$ cat src/verilog/openmips_consts.svh
`ifndef OPENMIPS_CONSTS_SVH
`define OPENMIPS_CONSTS_SVH

// Major opcodes.
`define OP_SPECIAL   6'b000000
`define OP_ORI       6'b001101
`define OP_ANDI      6'b001100
`define OP_XORI      6'b001110
`define OP_LUI       6'b001111
`define OP_ADDIU     6'b001001

// Function field of SPECIAL.
`define FN_AND       6'b100100
`define FN_OR        6'b100101
`define FN_XOR       6'b100110
`define FN_NOR       6'b100111
`define FN_ADDU      6'b100001
`define FN_SUBU      6'b100011
`define FN_SLT       6'b101010
`define FN_SLL       6'b000000
`define FN_SRL       6'b000010
`define FN_SRA       6'b000011

// Result group picked in execute.
`define ALUSEL_W     3
`define ALUSEL_NOP   3'b000
`define ALUSEL_LOGIC 3'b001
`define ALUSEL_SHIFT 3'b010
`define ALUSEL_ARITH 3'b100

`define ALUOP_W      8
`define ALUOP_NOP    8'b00000000
`define ALUOP_AND    8'b00100100
`define ALUOP_OR     8'b00100101
`define ALUOP_XOR    8'b00100110
`define ALUOP_NOR    8'b00100111
`define ALUOP_SLL    8'b01111100
`define ALUOP_SRL    8'b00000010
`define ALUOP_SRA    8'b00000011
`define ALUOP_ADDU   8'b00100001
`define ALUOP_SUBU   8'b00100011
`define ALUOP_SLT    8'b00101010

`define RESET_PC     32'h0000_0000

`endif

$ cat src/verilog/openmips_pkg.sv
`include "openmips_consts.svh"

package openmips_pkg;

  // R-format view of an instruction word.
  typedef struct packed {
    logic [5:0] op;
    logic [4:0] rs;
    logic [4:0] rt;
    logic [4:0] rd;
    logic [4:0] shamt;
    logic [5:0] funct;
  } r_fmt_t;

  // I-format view of the same word.
  typedef struct packed {
    logic [5:0]  op;
    logic [4:0]  rs;
    logic [4:0]  rt;
    logic [15:0] imm;
  } i_fmt_t;

  typedef union packed {
    r_fmt_t r_fmt;
    i_fmt_t i_fmt;
  } inst_u;

  // Decoded operation handed from decode to execute.
  typedef struct packed {
    logic [`ALUOP_W-1:0]  aluop;
    logic [`ALUSEL_W-1:0] alusel;
    logic [31:0]          opnd1;
    logic [31:0]          opnd2;
    logic [4:0]           shamt;
    logic                 we;
    logic [4:0]           waddr;
  } id_ex_t;

  // One register write, also used for forwarding and commit.
  typedef struct packed {
    logic        we;
    logic [4:0]  waddr;
    logic [31:0] wdata;
  } wb_t;

endpackage

$ cat src/verilog/ex.sv
`timescale 1ns/1ps
`include "openmips_consts.svh"

module ex (
  input  openmips_pkg::id_ex_t id_ex_i,
  output openmips_pkg::wb_t    ex_res_o
);

  logic [31:0] logic_res;
  logic [31:0] shift_res;
  logic [31:0] arith_res;
  logic [31:0] result;

  always_comb begin
    case (id_ex_i.aluop)
      `ALUOP_AND: logic_res = id_ex_i.opnd1 & id_ex_i.opnd2;
      `ALUOP_OR:  logic_res = id_ex_i.opnd1 | id_ex_i.opnd2;
      `ALUOP_XOR: logic_res = id_ex_i.opnd1 ^ id_ex_i.opnd2;
      `ALUOP_NOR: logic_res = ~(id_ex_i.opnd1 | id_ex_i.opnd2);
      default:    logic_res = 32'd0;
    endcase
  end

  // Shifts act on operand 2, as in MIPS.
  always_comb begin
    case (id_ex_i.aluop)
      `ALUOP_SLL: shift_res = id_ex_i.opnd2 << id_ex_i.shamt;
      `ALUOP_SRL: shift_res = id_ex_i.opnd2 >> id_ex_i.shamt;
      `ALUOP_SRA: shift_res = $unsigned($signed(id_ex_i.opnd2) >>> id_ex_i.shamt);
      default:    shift_res = 32'd0;
    endcase
  end

  always_comb begin
    case (id_ex_i.aluop)
      `ALUOP_ADDU: arith_res = id_ex_i.opnd1 + id_ex_i.opnd2;
      `ALUOP_SUBU: arith_res = id_ex_i.opnd1 - id_ex_i.opnd2;
      `ALUOP_SLT: begin
        arith_res = {31'd0, $signed(id_ex_i.opnd1) < $signed(id_ex_i.opnd2)};
      end
      default:     arith_res = 32'd0;
    endcase
  end

  always_comb begin
    case (id_ex_i.alusel)
      `ALUSEL_LOGIC: result = logic_res;
      `ALUSEL_SHIFT: result = shift_res;
      `ALUSEL_ARITH: result = arith_res;
      default:       result = 32'd0;
    endcase
  end

  // Seen by decode in the same cycle, latched by the memory stage.
  always_comb begin
    ex_res_o.we    = id_ex_i.we;
    ex_res_o.waddr = id_ex_i.waddr;
    ex_res_o.wdata = result;
  end

endmodule

$ cat src/verilog/id.sv
`timescale 1ns/1ps
`include "openmips_consts.svh"

module id (
  input  logic                 clk,
  input  logic                 rst_i,
  input  logic                 ce_i,
  input  openmips_pkg::inst_u  inst_i,
  input  logic [31:0]          reg1_data_i,
  input  logic [31:0]          reg2_data_i,
  input  openmips_pkg::wb_t    ex_fwd_i,
  input  openmips_pkg::wb_t    mem_fwd_i,
  output logic [4:0]           reg1_addr_o,
  output logic [4:0]           reg2_addr_o,
  output logic                 reg1_re_o,
  output logic                 reg2_re_o,
  output openmips_pkg::id_ex_t id_ex_o
);

  logic [`ALUOP_W-1:0]  aluop;
  logic [`ALUSEL_W-1:0] alusel;
  logic                 wreg;
  logic [4:0]           waddr;
  logic                 use_imm;
  logic [31:0]          imm;
  logic [31:0]          opnd1;
  logic [31:0]          opnd2;

  // Newest value of a source register, nearest stage first.
  function automatic logic [31:0] resolve(
    input logic              re,
    input logic [4:0]        addr,
    input logic [31:0]       rf_data,
    input openmips_pkg::wb_t ex_fwd,
    input openmips_pkg::wb_t mem_fwd
  );
    if (!re || addr == 5'd0) begin
      return 32'd0;
    end else if (ex_fwd.we && ex_fwd.waddr == addr) begin
      return ex_fwd.wdata;
    end else if (mem_fwd.we && mem_fwd.waddr == addr) begin
      return mem_fwd.wdata;
    end
    return rf_data;  // Regfile already bypasses the write-back value.
  endfunction

  assign reg1_addr_o = inst_i.i_fmt.rs;
  assign reg2_addr_o = inst_i.i_fmt.rt;

  always_comb begin
    aluop     = `ALUOP_NOP;
    alusel    = `ALUSEL_NOP;
    wreg      = 1'b0;
    waddr     = inst_i.i_fmt.rt;
    use_imm   = 1'b1;
    imm       = {16'd0, inst_i.i_fmt.imm};  // Zero-extended unless changed.
    reg1_re_o = 1'b0;
    reg2_re_o = 1'b0;
    if (ce_i) begin
      case (inst_i.i_fmt.op)
        `OP_ORI: begin
          aluop     = `ALUOP_OR;
          alusel    = `ALUSEL_LOGIC;
          wreg      = 1'b1;
          reg1_re_o = 1'b1;
        end
        `OP_ANDI: begin
          aluop     = `ALUOP_AND;
          alusel    = `ALUSEL_LOGIC;
          wreg      = 1'b1;
          reg1_re_o = 1'b1;
        end
        `OP_XORI: begin
          aluop     = `ALUOP_XOR;
          alusel    = `ALUSEL_LOGIC;
          wreg      = 1'b1;
          reg1_re_o = 1'b1;
        end
        `OP_LUI: begin
          aluop  = `ALUOP_OR;
          alusel = `ALUSEL_LOGIC;
          wreg   = 1'b1;
          imm    = {inst_i.i_fmt.imm, 16'd0};  // Operand 1 stays zero.
        end
        `OP_ADDIU: begin
          aluop     = `ALUOP_ADDU;
          alusel    = `ALUSEL_ARITH;
          wreg      = 1'b1;
          reg1_re_o = 1'b1;
          imm       = {{16{inst_i.i_fmt.imm[15]}}, inst_i.i_fmt.imm};
        end
        `OP_SPECIAL: begin
          waddr     = inst_i.r_fmt.rd;
          wreg      = 1'b1;
          use_imm   = 1'b0;
          reg1_re_o = 1'b1;
          reg2_re_o = 1'b1;
          case (inst_i.r_fmt.funct)
            `FN_AND: begin
              aluop  = `ALUOP_AND;
              alusel = `ALUSEL_LOGIC;
            end
            `FN_OR: begin
              aluop  = `ALUOP_OR;
              alusel = `ALUSEL_LOGIC;
            end
            `FN_XOR: begin
              aluop  = `ALUOP_XOR;
              alusel = `ALUSEL_LOGIC;
            end
            `FN_NOR: begin
              aluop  = `ALUOP_NOR;
              alusel = `ALUSEL_LOGIC;
            end
            `FN_ADDU: begin
              aluop  = `ALUOP_ADDU;
              alusel = `ALUSEL_ARITH;
            end
            `FN_SUBU: begin
              aluop  = `ALUOP_SUBU;
              alusel = `ALUSEL_ARITH;
            end
            `FN_SLT: begin
              aluop  = `ALUOP_SLT;
              alusel = `ALUSEL_ARITH;
            end
            // Shifts take rt by shamt, rs is not read.
            `FN_SLL: begin
              aluop     = `ALUOP_SLL;
              alusel    = `ALUSEL_SHIFT;
              reg1_re_o = 1'b0;
            end
            `FN_SRL: begin
              aluop     = `ALUOP_SRL;
              alusel    = `ALUSEL_SHIFT;
              reg1_re_o = 1'b0;
            end
            `FN_SRA: begin
              aluop     = `ALUOP_SRA;
              alusel    = `ALUSEL_SHIFT;
              reg1_re_o = 1'b0;
            end
            default: begin
              wreg      = 1'b0;
              reg1_re_o = 1'b0;
              reg2_re_o = 1'b0;
            end
          endcase
        end
        default: ;  // Unknown opcode leaves a bubble.
      endcase
    end
  end

  assign opnd1 = resolve(reg1_re_o, reg1_addr_o, reg1_data_i, ex_fwd_i, mem_fwd_i);
  assign opnd2 = use_imm ? imm
                         : resolve(reg2_re_o, reg2_addr_o, reg2_data_i, ex_fwd_i, mem_fwd_i);

  // ID/EX register.
  always_ff @(posedge clk) begin
    if (rst_i) begin
      id_ex_o <= '0;
    end else begin
      id_ex_o.aluop  <= aluop;
      id_ex_o.alusel <= alusel;
      id_ex_o.opnd1  <= opnd1;
      id_ex_o.opnd2  <= opnd2;
      id_ex_o.shamt  <= inst_i.r_fmt.shamt;
      id_ex_o.we     <= wreg;
      id_ex_o.waddr  <= waddr;
    end
  end

endmodule

$ cat src/verilog/mem_wb.sv
`timescale 1ns/1ps

module mem_wb (
  input  logic              clk,
  input  logic              rst_i,
  input  openmips_pkg::wb_t ex_res_i,
  output openmips_pkg::wb_t mem_res_o,
  output openmips_pkg::wb_t wb_res_o
);

  // EX/MEM register. No loads, so the memory stage only carries the result.
  always_ff @(posedge clk) begin
    if (rst_i) begin
      mem_res_o <= '0;
    end else begin
      mem_res_o <= ex_res_i;
    end
  end

  // MEM/WB register, feeds the regfile write and the commit port.
  always_ff @(posedge clk) begin
    if (rst_i) begin
      wb_res_o <= '0;
    end else begin
      wb_res_o <= mem_res_o;
    end
  end

endmodule

$ cat src/verilog/openmips.sv
`timescale 1ns/1ps

module openmips (
  input  logic              clk,
  input  logic              rst_i,
  input  logic [31:0]       inst_i,
  output logic              ce_o,
  output logic [31:0]       addr_o,
  output openmips_pkg::wb_t commit_o
);

  logic [31:0]          pc;
  logic [4:0]           reg1_addr;
  logic [4:0]           reg2_addr;
  logic                 reg1_re;
  logic                 reg2_re;
  logic [31:0]          reg1_data;
  logic [31:0]          reg2_data;
  openmips_pkg::id_ex_t id_ex;
  openmips_pkg::wb_t    ex_res;
  openmips_pkg::wb_t    mem_res;

  assign addr_o = pc;

  pc_reg pc_reg0 (
    .clk   (clk),
    .rst_i (rst_i),
    .pc_o  (pc),
    .ce_o  (ce_o)
  );

  id id0 (
    .clk         (clk),
    .rst_i       (rst_i),
    .ce_i        (ce_o),
    .inst_i      (inst_i),
    .reg1_data_i (reg1_data),
    .reg2_data_i (reg2_data),
    .ex_fwd_i    (ex_res),
    .mem_fwd_i   (mem_res),
    .reg1_addr_o (reg1_addr),
    .reg2_addr_o (reg2_addr),
    .reg1_re_o   (reg1_re),
    .reg2_re_o   (reg2_re),
    .id_ex_o     (id_ex)
  );

  regfile regfile0 (
    .clk         (clk),
    .rst_i       (rst_i),
    .reg1_addr_i (reg1_addr),
    .reg2_addr_i (reg2_addr),
    .reg1_re_i   (reg1_re),
    .reg2_re_i   (reg2_re),
    .wr_i        (commit_o),  // Retiring write.
    .reg1_data_o (reg1_data),
    .reg2_data_o (reg2_data)
  );

  ex ex0 (
    .id_ex_i  (id_ex),
    .ex_res_o (ex_res)
  );

  mem_wb mem_wb0 (
    .clk       (clk),
    .rst_i     (rst_i),
    .ex_res_i  (ex_res),
    .mem_res_o (mem_res),
    .wb_res_o  (commit_o)
  );

endmodule

$ cat src/verilog/pc_reg.sv
`timescale 1ns/1ps
`include "openmips_consts.svh"

module pc_reg (
  input  logic        clk,
  input  logic        rst_i,
  output logic [31:0] pc_o,
  output logic        ce_o
);

  // Fetch is enabled from the first edge after reset.
  always_ff @(posedge clk) begin
    if (rst_i) begin
      ce_o <= 1'b0;
    end else begin
      ce_o <= 1'b1;
    end
  end

  always_ff @(posedge clk) begin
    if (rst_i) begin
      pc_o <= `RESET_PC;
    end else if (ce_o) begin
      pc_o <= pc_o + 32'd4;  // RESET_PC is fetched once before counting.
    end
  end

endmodule

$ cat src/verilog/regfile.sv
`timescale 1ns/1ps

module regfile (
  input  logic              clk,
  input  logic              rst_i,
  input  logic [4:0]        reg1_addr_i,
  input  logic [4:0]        reg2_addr_i,
  input  logic              reg1_re_i,
  input  logic              reg2_re_i,
  input  openmips_pkg::wb_t wr_i,
  output logic [31:0]       reg1_data_o,
  output logic [31:0]       reg2_data_o
);

  logic [31:0] regs [1:31];  // r0 has no storage.

  always_ff @(posedge clk) begin
    if (rst_i) begin
      for (int i = 1; i < 32; i++) begin
        regs[i] <= 32'd0;
      end
    end else if (wr_i.we && wr_i.waddr != 5'd0) begin
      regs[wr_i.waddr] <= wr_i.wdata;
    end
  end

  // One read port, with write-through of the value being written.
  function automatic logic [31:0] read_port(
    input logic       re,
    input logic [4:0] addr
  );
    if (!re || addr == 5'd0) begin
      return 32'd0;
    end else if (wr_i.we && wr_i.waddr == addr) begin
      return wr_i.wdata;
    end
    return regs[addr];
  endfunction

  always_comb begin
    reg1_data_o = read_port(reg1_re_i, reg1_addr_i);
    reg2_data_o = read_port(reg2_re_i, reg2_addr_i);
  end

endmodule
$ cat config.mk
export PLATFORM = sky130hd
export DESIGN_NAME = openmips
export DESIGN_NICKNAME = d
export VERILOG_FILES = /design/src/verilog/openmips_pkg.sv /design/src/verilog/ex.sv /design/src/verilog/id.sv /design/src/verilog/mem_wb.sv /design/src/verilog/openmips.sv /design/src/verilog/pc_reg.sv /design/src/verilog/regfile.sv
export VERILOG_INCLUDE_DIRS = /design/src /design/src/verilog
export SDC_FILE = /design/constraint.sdc
export NUM_CORES = 2
export LEC_CHECK = 0
export ABC_CLOCK_PERIOD_IN_PS = 6010
export BUFFER_PORTS_ARGS = -buffer_cell sky130_fd_sc_hd__buf_2
export CAP_MARGIN = 40
export CORE_UTILIZATION = 64
export CTS_CLUSTER_DIAMETER = 50
export DETAILED_ROUTE_END_ITERATION = 16
export PLACE_DENSITY = 0.81
export SKIP_LAST_GASP = 1
export SYNTH_ARGS = -nofsm -noshare
export SYNTH_HDL_FRONTEND = slang
export SYNTH_SLANG_ARGS = --single-unit
$ cat constraint.sdc
create_clock -name clk -period 6.01 [get_ports clk]
set_clock_uncertainty 0.2 [all_clocks]
set_input_delay 0.9015 -clock clk [delete_from_list [all_inputs] [get_ports clk]]
set_output_delay 0.9015 -clock clk [all_outputs]
set_load 0.02 [all_outputs]
==> reports/metrics.cfg <==
[sta]
period_needed_ns = 4.63
setup_ws_ns = 1.38
finalHoldViolCount = 0
drv_slew = 0
maxSlewHeadroom_pct = 22.1
hold_ws_ns = 0.273
setup_tns_ns = 0
finalCritPeriodShare_pct = 77.1
rsz0062_at_grt = no
tightest_slew_ns = 1.15
finalSetupViolCount = 0
clock.fmax_mhz = 216

[global_route]
antenna_found_initial = 17
grt_pass1_wl_um = 359000
grt_max_degree = 105
grt_pass1_vias = 52600
grt_util_all_layers_pct = 44.7
grt_overflow = 0

[power]
p_leak_nw = 28.6
power_mw = 19.8
p_per_area_nw_per_um2 = 251
vdd_drop_max_mv = 0.271

[worst_setup_path]
slowest_stage = dfxtp_4
worstPathMaxFanout = 53
start_kind = register
crit_type = reg -> reg
critPathMaxStageDelay_ns = 0.87
cp.buffers_inverters = 1
cp_data_arrival_time_ns = 5.04
crit_chain = buf_4, mux2i_1, mux2i_1, a32oi_1, nand2_1, o21ai_0, o22ai_1, a211oi_1, o21ai_0, o21bai_1, o221ai_1
path_delay_family = compound AO/OA/AOI/OAI gates
cp-end-kind = register
crit_required_ns = 6.42
reg2reg_slack_ns = 1.38

[cells_and_area]
drive_gt1_share_pct = 23.8
fillCellCount = 7004
finalNonFillerCells = 7049
nets = 5582
postLayoutCellArea_um2 = 78900
area_delta_synth_final_pct = 10.3
postLayoutCoreUtil_pct = 71.3

[clock_network]
cts_tree = built
cts_made_buffers = 135
cts_buffer_depth = 3
cts_root_buffer = clkbuf_16
clock_latency_ns = 0.77
cts_setup_buffers = 0
path_clk_slew_ns = 0.06
htree_levels = 4
hold_buffers = 0
cts_resized = 0
clock_sinks = 1215

[placement]
placedCellCount = 6787
gp_congestion = 1.11
pre_cts_ws_ns = 1.57
portBuffers = 102
place_area_um2 = 74400
dp_hpwl_um = 156000

[detailed_routing]
drc_errors = 0
wire_per_inst_um = 35.5
ant_nets = 0
highest_layer = met5
wl_met1_um = 77300
dr_wl_met2_um = 113000
vias = 52900
avgViaCountPerCell = 7.51
first_iter_violations = 8977
drtPass1Iterations = 6
dr_wl_met3_um = 37500
routed_wl_um = 250000

[floorplan]
ios = 105
die_height_um = 336
initial_core_util_pct = 64.6
design.core.area_um2 = 111000
rows = 122
dieArea_um2 = 113000
fp.dieW_um = 336

[yosys]
synth_seq_area_share_pct = 48.3
ys.flop_type = edfxtp_1
yosys.area.top_type = edfxtp_1
synth-edff-count = 1024
ys_types = 89
syn-instance-count = 5516
syn_area_um2 = 71500
yosysWarnings = 0
ys_seq_elements = 1215
syn_avg_cell_area_um2 = 13.0
async_reset_ff_share_pct = 0
synth_area_leaders = edfxtp_1 43%, mux4_2 22%, and2_1 8.8%
synth.top_cell.area_share_pct = 43.0

[hold_path]
hp-class = in -> reg

[status]
status = complete, no violations

[job]
maxCapViolCount = 0

==> layout by cell type, fill, tap and decap left out, types with 23 or more instances in the layout <==
cell       instances
nand3_1           47
clkbuf_1          29
edfxtp_1        1024
buf_2            102
dfxtp_1          186
inv_1            107
nor2_1           270
nand2_1          207
nor2_4            29
conb_1            34
and2_1          1004
mux4_2           690
ha_1              99
buf_4            168
clkinv_1          27
nor2b_1           67
o21ai_4           29
a31oi_1           31
mux2i_1          158
xor2_1            46
clkbuf_16        143
o211ai_1          51
a21oi_1          219
o21ai_0          173
nor3_1            42
xnor2_1           36
a211oi_1          36
mux2_2            27
o221ai_1          26
nor4_1            23
a21o_1            24
==> cell usage after synthesis (24+ instances only) <==
cell type / n
mux2_2: 27
a31oi_1: 31
mux2i_1: 158
buf_1: 82
and2_1: 1004
nor2b_1: 67
o21ai_0: 202
edfxtp_1: 1024
clkbuf_1: 395
nor2_1: 300
o221ai_1: 26
a21o_1: 24
nand2_1: 207
a211oi_1: 36
a21oi_1: 219
buf_2: 62
dfxtp_1: 191
ha_1: 99
xnor2_1: 36
nand3_1: 48
nor3_1: 43
o211ai_1: 51
inv_1: 108
xor2_1: 46
nor4_1: 25
mux4_2: 690
==> logic make-up after synthesis <==
group | share of synthesized area, %
AOI/OAI and AO/OA | 7.00
xor gates and xnor gates | 1.00
adders and majority gates | 1.79
buffers and inverters | 3.66
DFF | 48.3
muxes | 24.4
other | 0.00524
and+or+nand+nor | 13.9
==> where the power goes <==
part / internal [mW] / total [mW] / switching (mW)
combinational: 0.831 / 1.99 / 1.16
clock: 4.80 / 8.31 / 3.51
sequential: 9.34 / 9.52 / 0.176
==> metal layers <==
layer,global-route usage [%],vias up
met4,33.8,18
met5,0,-
met3,16.5,1391
li1,-,20700
met1,52.8,25800
met2,66.9,5012
==> final timing paths <==
path,endpoint,cells after the start,from
worst max register to register,id0.id_ex_o[38],11,id0.id_ex_o[7]
worst max-delay path,id0.id_ex_o[38],11,id0.id_ex_o[7]
worst min register to register,mem_wb0.wb_res_o[20],1,mem_wb0.mem_res_o[20]
worst min-delay path,id0.id_ex_o[82],2,inst_i[1]
==> registers in the layout (all words and copies together) (netlist names) <==
register           cells
id0.id_ex_o           84
pc_reg0.ce_o           1
mem_wb0.mem_res_o     38
pc_reg0.pc_o          30
mem_wb0.wb_res_o      38
regfile0.regs       1024
==> worst reg2reg max path, cell delays in order, from the launching register on <==
cell      delay [ns]
dfxtp_4         0.87
buf_4           0.50
mux2i_1         0.44
mux2i_1         0.21
a32oi_1         0.24
nand2_1         0.27
o21ai_0         0.67
o22ai_1         0.20
a211oi_1        0.23
o21ai_0         0.12
o21bai_1        0.38
o221ai_1        0.16
==> final cells by class <==
class	instances	area (um2)	area share, %
inverters	113	428	0.542
multi-input cells	3671	35000	44.4
clock buffers	172	3690	4.67
well taps	1488	1860	2.36
clock inverters	70	684	0.868
diodes	9	22.5	0.0285
flip-flops and latches	1215	34600	43.8
repair buffers	311	2580	3.27
No activity file was read; power rests on OpenSTA's default activity.
